## config.mk

```make
export PLATFORM = sky130hd
export DESIGN_NAME = video_ctrl_regs_flat
export DESIGN_NICKNAME = d
export VERILOG_FILES = /design/src/uvc_pkg.sv /design/src/ctrl_if.sv /design/src/video_ctrl_regs.sv /design/src/flat_wrapper.sv
export VERILOG_INCLUDE_DIRS = /design/src /design/src/src
export SDC_FILE = /design/constraint.sdc
export NUM_CORES = 1
export LEC_CHECK = 0
export ABC_AREA = 1
export BUFFER_PORTS_ARGS = -buffer_cell sky130_fd_sc_hd__clkbuf_2
export CORE_MARGIN = 2
export CORE_UTILIZATION = 56
export DETAILED_ROUTE_END_ITERATION = 10
export PLACE_DENSITY = 0.77
export RECOVER_POWER = 50
export SLEW_MARGIN = 20
export SYNTH_ARGS = -nofsm -noshare
export SYNTH_HDL_FRONTEND = slang
export SYNTH_SLANG_ARGS = --single-unit
```

## constraint.sdc

```tcl
create_clock -name PHY_CLKOUT -period 10.4 [get_ports PHY_CLKOUT]
set_input_delay 1.56 -clock PHY_CLKOUT [delete_from_list [all_inputs] [get_ports PHY_CLKOUT]]
set_output_delay 1.56 -clock PHY_CLKOUT [all_outputs]
set_load 0.05 [all_outputs]
```

## src/uvc_defs.svh

```systemverilog
// uvc application constants
`ifndef UVC_DEFS_SVH
`define UVC_DEFS_SVH

// ====================
// probe control block
`define UVC_PROBE_LEN          34
`define UVC_DEF_FRAME_INTERVAL 333333      // 100 ns units, 30 fps
`define UVC_DEF_MAX_FRAME_SIZE 614400      // 640x480 yuy2
`define UVC_DEF_CLOCK_FREQ     60000000
`define UVC_VS_INTERFACE       1
`define UVC_VS_PROBE_CONTROL   1

// ====================
// streaming side
`define UVC_PAYLOAD_SIZE       1024        // bytes per iso packet
`define UVC_ISO_ENDPT          2
`define UVC_FIFO_DEPTH         2048
`define UVC_FIFO_AFULL         1024        // enough for a full packet
`define UVC_FIFO_AEMPTY        512

// interfaces with an alternate setting
`define UVC_NUM_INF            2

`endif

```

## src/uvc_pkg.sv

```systemverilog
// video class types
`include "uvc_defs.svh"

package uvc_pkg;

   // byte offset into the probe block
   typedef logic [5:0] probe_idx_t;

   // probe block, element k is byte k on the wire
   typedef logic [`UVC_PROBE_LEN-1:0][7:0] probe_bytes_t;

   // fifo level, wide enough for a full fifo
   typedef logic [11:0] fifo_cnt_t;

endpackage

```

## src/ctrl_if.sv

```systemverilog
// endpoint 0 control interfaces
`timescale 1ns/1ps

// request summary from the setup parser
interface ctrl_req_if;
   logic        setup_done;   // strobe after byte 8
   logic        probe_get;    // get_cur or get_def on the probe
   logic        probe_set;    // set_cur on the probe
   logic [15:0] w_length;

   modport src (output setup_done, probe_get, probe_set, w_length);
   modport dst (input  setup_done, probe_get, probe_set, w_length);
endinterface

// endpoint 0 data path, already gated by endpoint
interface ep0_if;
   logic       rx_strobe;
   logic       rx_act;
   logic [7:0] rxdat;
   logic       tx_act;
   logic       tx_pop;
   logic [7:0] txdat;
   logic       txval;

   modport router (output rx_strobe, rx_act, rxdat, tx_act, tx_pop,
                   input  txdat, txval);
   modport func   (input  rx_strobe, rx_act, rxdat, tx_act, tx_pop,
                   output txdat, txval);
endinterface

```

## src/video_ctrl_regs.sv

```systemverilog
// video probe and interface registers
`timescale 1ns/1ps
`include "uvc_defs.svh"

module video_ctrl_regs
   import uvc_pkg::*;
(
   input  logic       PHY_CLKOUT,
   input  logic       RESET_IN,
   input  logic [7:0] inf_sel_i,
   input  logic [7:0] inf_alter_i,
   input  logic       inf_set_i,
   output logic [7:0] inf_alter_o,
   ctrl_req_if.dst    req,
   ep0_if.func        ep0
);

   localparam int PLEN = `UVC_PROBE_LEN;

   // power-up probe contents, multi-byte fields little endian
   function automatic probe_bytes_t probe_default();
      probe_bytes_t p;
      p        = '0;
      p[2]     = 8'd1;                          // format index
      p[3]     = 8'd1;                          // frame index
      p[7:4]   = 32'(`UVC_DEF_FRAME_INTERVAL);
      p[21:18] = 32'(`UVC_DEF_MAX_FRAME_SIZE);
      p[25:22] = 32'(`UVC_PAYLOAD_SIZE);
      p[29:26] = 32'(`UVC_DEF_CLOCK_FREQ);
      return p;
   endfunction

   localparam probe_bytes_t PROBE_DEF = probe_default();

   probe_bytes_t probe_q;
   probe_idx_t   wr_idx_q;
   probe_idx_t   rd_idx_q;
   probe_idx_t   rd_next;
   probe_idx_t   rd_last;     // final byte of the read-back
   logic         wr_armed_q;  // data stage of a probe set_cur pending
   logic         wr_keep;
   logic [7:0]   txdat_q;
   logic         txval_q;
   logic [7:0]   alt_q [`UVC_NUM_INF];

   // max payload size is fixed by the iso endpoint
   assign wr_keep = (wr_idx_q >= probe_idx_t'(22)) && (wr_idx_q <= probe_idx_t'(25));
   assign rd_next = rd_idx_q + probe_idx_t'(ep0.tx_pop);
   assign rd_last = (req.w_length < 16'(PLEN)) ? probe_idx_t'(req.w_length - 16'd1)
                                                : probe_idx_t'(PLEN - 1);

   // ====================
   // set_cur write side
   always_ff @(posedge PHY_CLKOUT or posedge RESET_IN) begin
      if (RESET_IN) begin
         probe_q    <= PROBE_DEF;
         wr_idx_q   <= '0;
         wr_armed_q <= 1'b0;
      end else begin
         if (req.setup_done) begin
            wr_armed_q <= req.probe_set;
         end else if (!ep0.rx_act && (wr_idx_q != '0)) begin
            wr_armed_q <= 1'b0;          // data packet finished
         end
         if (!ep0.rx_act) begin
            wr_idx_q <= '0;
         end else if (ep0.rx_strobe && req.probe_set && wr_armed_q) begin
            if (wr_idx_q < probe_idx_t'(PLEN)) begin
               if (!wr_keep) begin
                  probe_q[wr_idx_q] <= ep0.rxdat;
               end
               wr_idx_q <= wr_idx_q + probe_idx_t'(1);
            end
         end
      end
   end

   // ====================
   // get_cur read side
   always_ff @(posedge PHY_CLKOUT or posedge RESET_IN) begin
      if (RESET_IN) begin
         rd_idx_q <= '0;
         txval_q  <= 1'b0;
      end else if (req.setup_done) begin
         rd_idx_q <= '0;
         txval_q  <= req.probe_get && (req.w_length != '0);
      end else if (ep0.tx_act && txval_q && ep0.tx_pop) begin
         rd_idx_q <= rd_next;
         if (rd_idx_q == rd_last) begin
            txval_q <= 1'b0;             // last byte taken
         end
      end
   end

   // byte under the read index, one cycle behind a pop
   always_ff @(posedge PHY_CLKOUT) begin
      if (ep0.tx_act && txval_q) begin
         txdat_q <= (rd_next < probe_idx_t'(PLEN)) ? probe_q[rd_next] : 8'h00;
      end
   end

   assign ep0.txdat = txdat_q;
   assign ep0.txval = txval_q;

   // ====================
   // alternate settings
   always_ff @(posedge PHY_CLKOUT or posedge RESET_IN) begin
      if (RESET_IN) begin
         for (int i = 0; i < `UVC_NUM_INF; i++) begin
            alt_q[i] <= '0;
         end
      end else if (inf_set_i) begin
         for (int i = 0; i < `UVC_NUM_INF; i++) begin
            if (inf_sel_i == 8'(i)) begin
               alt_q[i] <= inf_alter_i;
            end
         end
      end
   end

   always_comb begin
      inf_alter_o = '0;                  // unknown interface reads 0
      for (int i = 0; i < `UVC_NUM_INF; i++) begin
         if (inf_sel_i == 8'(i)) begin
            inf_alter_o = alt_q[i];
         end
      end
   end

endmodule

```

## src/flat_wrapper.sv

```systemverilog
// flat-port wrapper written by rule: the top's interface ports become plain ports
module video_ctrl_regs_flat import uvc_pkg::*;
  (PHY_CLKOUT, RESET_IN, inf_sel_i, inf_alter_i, inf_set_i, inf_alter_o, req_setup_done, req_probe_get, req_probe_set, req_w_length, ep0_rx_strobe, ep0_rx_act, ep0_rxdat, ep0_tx_act, ep0_tx_pop, ep0_txdat, ep0_txval);
  ctrl_req_if req_i ();
  ep0_if ep0_i ();
  input  logic PHY_CLKOUT;
  input  logic RESET_IN;
  input  logic [7:0] inf_sel_i;
  input  logic [7:0] inf_alter_i;
  input  logic inf_set_i;
  output logic [7:0] inf_alter_o;
  input wire logic [$bits(req_i.setup_done)-1:0] req_setup_done;
  input wire logic [$bits(req_i.probe_get)-1:0] req_probe_get;
  input wire logic [$bits(req_i.probe_set)-1:0] req_probe_set;
  input wire logic [$bits(req_i.w_length)-1:0] req_w_length;
  input wire logic [$bits(ep0_i.rx_strobe)-1:0] ep0_rx_strobe;
  input wire logic [$bits(ep0_i.rx_act)-1:0] ep0_rx_act;
  input wire logic [$bits(ep0_i.rxdat)-1:0] ep0_rxdat;
  input wire logic [$bits(ep0_i.tx_act)-1:0] ep0_tx_act;
  input wire logic [$bits(ep0_i.tx_pop)-1:0] ep0_tx_pop;
  output wire logic [$bits(ep0_i.txdat)-1:0] ep0_txdat;
  output wire logic [$bits(ep0_i.txval)-1:0] ep0_txval;
  assign req_i.setup_done = req_setup_done;
  assign req_i.probe_get = req_probe_get;
  assign req_i.probe_set = req_probe_set;
  assign req_i.w_length = req_w_length;
  assign ep0_i.rx_strobe = ep0_rx_strobe;
  assign ep0_i.rx_act = ep0_rx_act;
  assign ep0_i.rxdat = ep0_rxdat;
  assign ep0_i.tx_act = ep0_tx_act;
  assign ep0_i.tx_pop = ep0_tx_pop;
  assign ep0_txdat = ep0_i.txdat;
  assign ep0_txval = ep0_i.txval;
  video_ctrl_regs u_core (.PHY_CLKOUT(PHY_CLKOUT), .RESET_IN(RESET_IN), .inf_sel_i(inf_sel_i), .inf_alter_i(inf_alter_i), .inf_set_i(inf_set_i), .inf_alter_o(inf_alter_o), .req(req_i), .ep0(ep0_i));
endmodule
```

# Yosys cells after proc, flatten, opt, wreduce, memory -nomap -nowiden
# Cells that the tools add are included.
[word_totals]
ff_bits = 310
inputBits = 50
elab_cells = 95
[classes]
addsub = 3
order_cmp = 8
n_eq_ne = 4
muxes = 18
bitwise_logic = 1
reduce_logical = 20
[op_table]
columns = ["op", "count"]
rows = [
  ["bitwise mux 272 bit", 1],
  ["binary-select mux 8 bit (select 6 bit)", 1],
  ["demux 8 bit (select 6 bit)", 1],
  ["two-way mux 6 bit", 6],
  ["two-way mux 8 bit", 4],
  ["less-than comparator 16 x 6 -> 1 bit (second input constant)", 1],
  ["nonzero test 16 bit", 1],
  ["less-than comparator 6 x 7 -> 1 bit (second input constant)", 2],
  ["less-than comparator 6 bit (second input constant)", 2],
  ["equality test 8 x 1 -> 1 bit (second input constant)", 1],
  ["logical AND 1 bit", 8],
  ["logical NOT 8 bit", 1],
  ["AND reduction 2 bit", 4],
  ["adder 6 x 1 -> 6 bit", 1],
  ["adder 6 x 1 -> 6 bit (second input constant)", 1],
  ["equality test 6 bit", 1],
  ["greater-or-equal comparator 6 x 1 -> 1 bit (second input constant)", 1],
  ["greater-or-equal comparator 6 x 5 -> 1 bit (second input constant)", 1],
  ["<= comparator 6 x 5 -> 1 bit (second input constant)", 1],
  ["nonzero test 2 bit", 3],
  ["nonzero test 6 bit", 1],
  ["subtractor 6 x 1 -> 6 bit (second input constant)", 1],
  ["two-way mux 1 bit", 5],
  ["inequality test 2 x 1 -> 1 bit (second input constant)", 2],
  ["other kinds (3)", 3],
]

# Longest topological paths before layout
# Gate-level depths: netlist (run 1).
[logic_depth]
word_depth = 6
ltp_mapped = 14
mapped_depth_nobuf = 13

# Worst setup path after synthesis (run 1)
# No wires, ideal clock.
[synth_path]
kind = "in2out"
start = "in inf_sel_i[3]"
end = "out inf_alter_o[0]"
t_arrival_ps = 2740
required_time_ps = 8840
slack_ps = 6100
stages = 4
path_cell_list = "nor2_1 inv_1 nor4_2 a22o_1"
[synth_via]
elab_chain_cells = 3
elab_cells_between_ends = 4
cone_classes = "eq/ne: 1; mux: 2; reduce/logical: 1"
[synth_rtl]
columns = ["element", "line_no", "text"]
rows = [
  ["start: declaration", "flat_wrapper.sv:8", "input logic [7:0] inf_sel_i;"],
  ["logical NOT 8 bit", "video_ctrl_regs.sv:124", "if (inf_sel_i == 8'(i)) begin"],
  ["two-way mux 8 bit", "video_ctrl_regs.sv:124", ""],
  ["two-way mux 8 bit *", "video_ctrl_regs.sv:124", ""],
  ["end: declaration", "flat_wrapper.sv:11", "output logic [7:0] inf_alter_o;"],
]
# Every way passes the cells marked *; elsewhere a longest branch is shown, timed or not.

# Worst setup path after layout (run 1)
[layout_path]
start = "in ep0_tx_pop"
end = "reg u_core.txdat_q[5], in the netlist u_core.ep0.txdat[5], data pin"
[layout_via]
elab_chain_cells = 3
elab_cells_between_ends = 4
cone_classes = "add/sub: 1; order compare: 1; mux: 2"
[layout_rtl]
columns = ["element", "line_no", "text"]
rows = [
  ["start: declaration", "flat_wrapper.sv:20", "input wire logic [$bits(ep0_i.tx_pop)-1:0] ep0_tx_pop;"],
  ["adder 6 x 1 -> 6 bit *", "video_ctrl_regs.sv:48", "assign rd_next = rd_idx_q + probe_idx_t'(ep0.tx_pop);"],
  ["binary-select mux 8 bit (select 6 bit)", "video_ctrl_regs.sv:98", "txdat_q <= (rd_next < probe_idx_t'(PLEN)) ? probe_q[rd_next] : 8'h00;"],
  ["two-way mux 8 bit (not written as such)", "video_ctrl_regs.sv:98", ""],
  ["end signal: assignment", "video_ctrl_regs.sv:98", ""],
  ["end: declaration", "video_ctrl_regs.sv:42", "logic [7:0] txdat_q;"],
]
# Every way passes the cells marked *; elsewhere a longest branch is shown, timed or not. The select of a mux whose other input is x is not followed.
# A chain may end at the register's enable or synchronous reset.

==> metrics.yaml, run 1 <==
run_status:
  status: "complete, but fails checks"
  violations: "max-capacitance violations, max-slew violations"
timing:
  fin_crit_ns: 5.41
  setup_viol: 0
  setup_tns_ns: 0
  fmax_mhz: 185
  final-hold-violation-count: 0
  min_period_over_period_pct: 52.0
  max_slew.worst_pin.slew_ns: 3.45
  finClkSkew_ns: 0.0214
  slew_viol_final: 167
  rsz0062_at_grt: "false"
  max_slew_margin_pct: -131
yosys:
  syn_avg_cell_area_um2: 8.31
  synth_compound_area_share_pct: 18.5
  ys_warn_count: 0
  synth-simple-area-share_pct: 20.4
  muxShareOfSynthArea_pct: 0.140
  synth_cells: 1724
  synth_top_family_by_area: "simple AND/OR/NAND/NOR gates"
  synth_cell_type_count: 38
  synth_flop_cell: "dfrtp_1"
  synth_adder_area_share_pct: 0.786
  synthXorXnorAreaFrac_pct: 0.244
  synth_edf_count: 8
  ys_seq_area_share_pct: 54.6
  netlist_area_um2: 14300
  postSynth.asyncResetShare_pct: 97.4
  ys_ff_latch: 310
  synthesis.nets: 1783
clock_tree:
  htreeDepth: 2
  clockRootBuffer: "clkbuf_16"
  cts_hold_buf: 0
  cts_tree: "built"
  clkLatencyLatePin_ns: 0.52
  cts_setup_buffers: 0
  clk_pin_slew_worst_paths_ns: 0.06
  post_cts_resized: 0
  cts_made_buffers: 34
  cts.path.max_buffers: 3
  cts.sinks: 310
setup_path:
  worst-path-max-fanout: 98
  criticalPathCategory: "input pin to register"
  critPathCaptureType: "register"
  start_kind: "input pin"
  cp.arrival_ns: 5.68
  critPathRequiredTime_ns: 10.68
final_layout:
  stdcell_area_um2: 15700
  drive_above_1_share_pct: 9.21
  antenna_cells: 0
  nFillCells: 2125
  regArea_um2: 7830
  syn_to_final_growth_pct: 9.58
  nets: 1771
  multi_input_area_um2: 5670
  finish.utilization_pct: 62.4
placed_design:
  gp_congestion: 0.875
  dp_hpwl_um: 23100
  place_area_um2: 14700
  portBuffers: 66
min_path:
  hold_class: "register to register"
detailed_routing:
  dr.first_iter.drc_count: 1555
  finalWirelength_um: 38900
  via_count: 12234
  dr.pass1.iters: 6
  drc: 0
  wl_per_cell_um: 18.8
  via_per_inst: 5.92
  ant_nets: 0
floorplanning:
  num_io_pins: 67
  fp-row-count: 58
  die_area_um2: 26900
  chipHeight_um: 164
  core_area_um2: 25200
  die_w_um: 164
  floorplan.initialDensity_pct: 56.9
global_route:
  grt_pass1_vias: 11722
  grt_usage_pct: 29.7
  gr-total-overflow: 0
  grt_max_degree: 99
  antenna_found_initial: 0
  grt_pass1_wl_um: 62400
pwr:
  worst_ir_drop_vdd_mv: 0.139
  power.density_nw_per_um2: 172
  leakage_nw: 7.17
job:
  maxCapViolCount: 3
[per-stage QoR]
step	power [mW]	hold slack (ns)	setup WS, ns	instances
after floorplan	1.41	0.424	0.535	1724
after global placement	1.48	0.361	5.57	2006
after detailed placement	1.48	0.358	5.51	2006
after CTS	2.71	0.367	5.79	2067
after global routing	2.79	0.384	4.65	2067
final	2.70	0.378	4.99	2067
[Yosys cell counts (all sizes together), types with 4 or more instances]
master    n  area, µm²
nand2   453       1750
o21ai   420       2100
dfrtp   277       6930
nor2    186        751
clkbuf  100        375
inv      52        195
nand3    43        215
o22ai    41        257
buf      31        180
dfstp    25        657
nand4    17        113
o221ai   10       87.6
a22o      9       78.8
ha        9        113
o211ai    9       67.6
edfxtp    8        240
nor3      8       40.0
a21oi     6       30.0
a31oi     4       25.0
nor4      4       37.5
xor2      4       35.0
[layout by cell type (no fill, tap or decap), types with 6 or more instances in the layout]
| cell type | count |
|---|---|
| nand2_1 | 451 |
| o21ai_0 | 415 |
| dfrtp_1 | 277 |
| nor2_1 | 184 |
| clkbuf_2 | 55 |
| inv_1 | 46 |
| nand3_1 | 43 |
| o22ai_1 | 41 |
| clkbuf_16 | 35 |
| dfstp_2 | 24 |
| clkbuf_1 | 20 |
| nand4_1 | 16 |
| buf_4 | 15 |
| o221ai_1 | 10 |
| a22o_1 | 9 |
| o211ai_1 | 9 |
| nor3_1 | 8 |
| ha_1 | 8 |
| clkbuf_8 | 8 |
| edfxtp_1 | 8 |
| clkinv_2 | 7 |
| a21oi_1 | 6 |
[metal layers]
metal	vias up	part of all wire [%]	global-route usage (%)
met2	620	45	45.5
met1	5777	42	41.8
li1	5720	-	-
met5	-	0	0
met3	117	9.0	5.15
met4	0	4.4	13.7
[cells by family after synthesis]
kind of cell             count (synthesis)
XOR/XNOR                                 4
AND/OR/NAND/NOR                        714
flip-flops                             310
multiplexers                             2
adder cells (fa/ha/maj)                  9
AO/OA/AOI/OAI                          500
buffers and inverters                  185
[power breakdown]
group	total (mW)	internal, mW	leakage [nW]	switching, mW
Combinational	0.219	0.0576	2.41	0.162
Clock	1.23	0.750	0.569	0.482
Sequential	1.25	1.23	4.18	0.0123
[flip-flops by register name (all words and copies together) (netlist names)]
| name | flops |
|---|---|
| u_core.alt_q | 16 |
| u_core.ep0.txval | 1 |
| u_core.probe_q | 272 |
| u_core.ep0.txdat | 8 |
| u_core.wr_armed_q | 1 |
| u_core.wr_idx_q | 6 |
| u_core.rd_idx_q | 6 |
[path summary, 6_finish.rpt]
| kind | from | to | slack [ns] | cells after the start |
|---|---|---|---|---|
| worst max-delay path | ep0_tx_pop | u_core.ep0.txdat[5]$_SDFFCE_PP0P_ | 4.99 | 12 |
| worst min-delay path | u_core.probe_q[186]$_DFFE_PP1P_ | u_core.probe_q[186]$_DFFE_PP1P_ | 0.38 | 0 |
| worst max register to register | u_core.rd_idx_q[0]$_DFFE_PP0P_ | u_core.ep0.txdat[5]$_SDFFCE_PP0P_ | 5.73 | 11 |
| worst min register to register | u_core.probe_q[186]$_DFFE_PP1P_ | u_core.probe_q[186]$_DFFE_PP1P_ | 0.38 | 0 |
| max in group asynchronous | RESET_IN | u_core.probe_q[21]$_DFFE_PP0P_ | 5.58 | 4 |
| min in group asynchronous | RESET_IN | u_core.probe_q[61]$_DFFE_PP0P_ | 2.06 | 2 |
[worst max-delay path, stage by stage]
cell and delay (ns):
clkbuf_1 0.10, ha_1 1.33, clkinv_2 0.88, buf_4 0.65, o21ai_0 0.51, nand2_1 0.10
nand2_1 0.07, nand3_1 0.10, nand2_1 0.07, a31oi_1 0.08, nand2_1 0.09, nand2_1 0.05
[final cells by class]
cell class | count | area share, %
repair buffers | 83 | 2.83
clock buffers | 51 | 6.47
inverters | 54 | 1.31
well taps | 330 | 2.63
flip-flops and latches | 310 | 49.8
multi-input cells | 1229 | 36.1
clock inverters | 10 | 0.820
Power figures use the tool's default switching activity.
==> inputs of run 2 (changes only) <==
--- a/config.mk
+++ b/config.mk
@@ -6,7 +6,7 @@
 export SDC_FILE = /design/constraint.sdc
 export NUM_CORES = 1
 export LEC_CHECK = 0
-export ABC_AREA = 1
+export ABC_AREA = 0
 export BUFFER_PORTS_ARGS = -buffer_cell sky130_fd_sc_hd__clkbuf_2
 export CORE_MARGIN = 2
 export CORE_UTILIZATION = 56
==> constraint.sdc (replaced) <==
create_clock -name PHY_CLKOUT -period 4.9 [get_ports PHY_CLKOUT]
set_input_delay 0.735 -clock PHY_CLKOUT [delete_from_list [all_inputs] [get_ports PHY_CLKOUT]]
set_output_delay 0.735 -clock PHY_CLKOUT [all_outputs]
set_load 0.05 [all_outputs]
==> run 2 against run 1 <==
Compared with the run above:
- the run still ends with max-capacitance violations, max-slew violations left
- final area increased by 4.1%
- final cell count is 32% lower
- first-iteration DRC count is 56% lower
- register-to-register slack lost 4.1 ns
- count of clock-buffer cells in the layout shrank 5
- sequential share of layout area shrank 2.0 points
- largest power group unchanged
- global-route usage shrank 5.8 points
- power rose by 110%
- combinational power grew 56%
- wire length fell by 17%
- critical path depth shrank 5
- setup slack got worse by 3.4 ns
==> metrics.yaml, run 2 <==
run_status:
  status: "complete, but fails checks"
  violations: "max-capacitance violations, max-slew violations"
global_route:
  grt_pass1_vias: 8883  # -24%
  grt_pass1_wl_um: 51800  # -17%
  antenna_found_initial: 2  # +2
  grt_max_degree: 159  # +61%
  grt_usage_pct: 24.0  # -5.8 points
  gr-total-overflow: 0  # unchanged
placed_design:
  pre_cts_ws_ns: 1.18  # -4.33 ns
  portBuffers: 66  # unchanged
  dpl.cell_count: 1336  # -33%
  gp_congestion: 0.857  # -2.1%
  dp_hpwl_um: 20500  # -11%
  place_area_um2: 15200  # +3.4%
setup_path:
  worstPathCellList: "ha_4, ha_2, buf_4, mux4_2, mux4_2, nor2_1, o32ai_1"
  rr_startpoint: "u_core.rd_idx_q[0]$_DFFE_PP0P_"
  reg2regPathDepth: 7  # -4
  cpPeakStageDelay_ns: 0.84  # -0.49 ns
  start_kind: "register"
  reg2reg_slack_ns: 1.58  # -4.15 ns
  cp.arrival_ns: 3.56  # -2.12 ns
  cp_num_buf_inv: 1  # -2
  cpLargestDelayFamily: "adder cells"
  crit_path_frequent_cell: "mux4_2"
  critPathCaptureType: "register"
  worstReg2RegEnd: "u_core.ep0.txdat[0]$_SDFFCE_PP0P_"
  cp_slowest_cell: "ha_2"
  criticalPathCategory: "register to register"
  critPathRequiredTime_ns: 5.14  # -5.54 ns
  worst-path-max-fanout: 27  # -72%
clock_tree:
  htreeDepth: 2  # unchanged
  clkLatencyLatePin_ns: 0.52  # about the same
  cts.path.max_buffers: 3  # unchanged
  post_cts_resized: 0  # unchanged
  cts.sinks: 310  # unchanged
  cts_tree: "built"
  clk_pin_slew_worst_paths_ns: 0.06  # about the same
  cts_made_buffers: 34  # unchanged
  cts_hold_buf: 0  # unchanged
  cts_setup_buffers: 0  # unchanged
  clockRootBuffer: "clkbuf_16"
floorplanning:
  die_w_um: 166  # +1.2%
  core_area_um2: 25900  # +2.9%
  fp-row-count: 59  # +1.7%
  chipHeight_um: 166  # +1.2%
  floorplan.initialDensity_pct: 56.6  # -0.29 points
  num_io_pins: 67  # unchanged
  die_area_um2: 27500  # +2.3%
pwr:
  switching_share_pct: 22.6  # -1.7 points
  p_sw_mw: 1.27  # +94%
  power.density_nw_per_um2: 343  # +100%
  intPower_mw: 4.34  # +110%
  worst_ir_drop_vdd_mv: 0.255  # +83%
  p_clk_share_pct: 46.7  # +1.0 points
  finalPower_mw: 5.61  # +110%
  power_frac_comb_pct: 6.1  # -2.0 points
  leakage_nw: 7.69  # +7.4%
  p_seq_share_pct: 47.3  # +1.1 points
detailed_routing:
  via_count: 8727  # -29%
  finalWirelength_um: 32300  # -17%
  drc: 0  # unchanged
  ant_nets: 0  # unchanged
  dr.first_iter.drc_count: 685  # -56%
  dr.pass1.iters: 7  # +1
  via_per_inst: 6.25  # +5.5%
  wl_per_cell_um: 23.2  # +23%
yosys:
  yosys.area.top_type_share_pct: 47.2  # -1.1 points
  synth_area_leader_cell: "dfrtp_1"
  ys_ff_latch: 310  # unchanged
  ys_warn_count: 0  # unchanged
  synth_edf_count: 8  # unchanged
  synthesis.nets: 1062  # -40%
  ys_seq_area_share_pct: 53.4  # -1.3 points
  synth_flop_cell: "dfrtp_1"
  netlist_area_um2: 14700  # +2.4%
  postSynth.asyncResetShare_pct: 97.4  # unchanged
  ys_top_cells_by_area: "dfrtp_1, mux2_2, mux4_2, dfstp_2, edfxtp_1"
  synth_cells: 1003  # -42%
  synth_cell_type_count: 58  # +53%
  syn_avg_cell_area_um2: 14.6  # +76%
  yosys-top-cells-count: "dfrtp_1, mux2_2, mux4_2, nor2_1, clkbuf_1"
final_layout:
  top_register: "u_core.probe_q"
  syn_to_final_growth_pct: 11.4
  nets: 1096  # -38%
  finish.utilization_pct: 63.1  # +0.73 points
  layout.cells.non_filler: 1397  # -32%
  largest_reg_flops: 272  # unchanged
  layout.cells.most_common_list: "mux2_2, dfrtp_1, mux4_2, clkbuf_2, nor2_1"
  drive_above_1_share_pct: 50.8  # +42 points
  antenna_cells: 0  # unchanged
  nFillCells: 1923  # -9.5%
  stdcell_area_um2: 16400  # +4.1%
timing:
  max_slew_margin_pct: -18.8  # +110 points
  finClkSkew_ns: 0.0270  # +0.00559 ns
  final-hold-violation-count: 0  # unchanged
  max_slew.worst_pin.slew_ns: 1.78  # -1.67 ns
  rsz0062_at_grt: "false"
  setup_viol: 0  # unchanged
  holdWs_ns: 0.368  # -0.00904 ns
  min_period_over_period_pct: 67.7
  slew_viol_final: 75  # -55%
  setup_slack_ns: 1.58  # -3.41 ns
  fmax_mhz: 301
  fin_crit_ns: 3.32
  setup_tns_ns: 0  # unchanged
min_path:
  hold_class: "register to register"
  worstHoldEndpoint: "u_core.probe_q[183]$_DFFE_PP0P_"
  holdPathStages: 0  # unchanged
  hold_start: "u_core.probe_q[183]$_DFFE_PP0P_"
job:
  maxCapViolCount: 1  # -2
[run 2: metal layers]
| metal | part of all wire, % | track usage, % |
|---|---|---|
| met3 | 6.6 | 5.17 |
| met5 | 0.056 | 0 |
| met1 | 44 | 35.1 |
| met4 | 2.1 | 6.47 |
| met2 | 47 | 37.0 |
[run 2: cell families after synthesis]
family	synth area share (%)
AOI/OAI and AO/OA	2.14
xor gates and xnor gates	1.19
adders and majority gates	0.767
buffers and inverters	2.58
DFF	53.4
muxes	33.7
and+or+nand+nor	6.29
[run 2: worst max path at each step]
| stage | depth (start not counted) | start | end | slack (ns) |
|---|---|---|---|---|
| after floorplan | 1 | RESET_IN | u_core.alt_q[0]$_DFFE_PP0P_ | 0.17 |
| after global placement | 8 | ep0_tx_pop | u_core.ep0.txdat[0]$_SDFFCE_PP0P_ | 1.25 |
| after detailed placement | 8 | ep0_tx_pop | u_core.ep0.txdat[0]$_SDFFCE_PP0P_ | 1.18 |
| after CTS | 7 | u_core.rd_idx_q[0]$_DFFE_PP0P_ | u_core.ep0.txdat[0]$_SDFFCE_PP0P_ | 1.60 |
| after global routing | 7 | u_core.rd_idx_q[0]$_DFFE_PP0P_ | u_core.ep0.txdat[0]$_SDFFCE_PP0P_ | 1.49 |
| final | 7 | u_core.rd_idx_q[0]$_DFFE_PP0P_ | u_core.ep0.txdat[0]$_SDFFCE_PP0P_ | 1.58 |
[run 2: power groups by stage]
stage / Sequential [mW] / Clock, mW / Combinational [mW]
global placement: 2.69 / 0 / 0.341
floorplan: 2.70 / 0 / 0.234
CTS: 2.65 / 2.65 / 0.348
finish: 2.65 / 2.62 / 0.342
detailed placement: 2.69 / 0 / 0.346
global route: 2.65 / 2.76 / 0.374
[run 2: final cells by class]
cell class	count	area, µm²	share of cell area, %
well taps	335	419	2.56
clock inverters	15	141	0.865
flip-flops and latches	310	7830	47.9
repair buffers	75	420	2.57
multi-input cells	608	6480	39.6
clock buffers	46	1030	6.30
inverters	8	31.3	0.191
[run 2: worst register-to-register path, stage by stage, from the launching register on]
cell and delay [ns]:
dfrtp_1 0.44, ha_4 0.20, ha_2 0.84, buf_4 0.41, mux4_2 0.35, mux4_2 0.52, nor2_1 0.17, o32ai_1 0.12
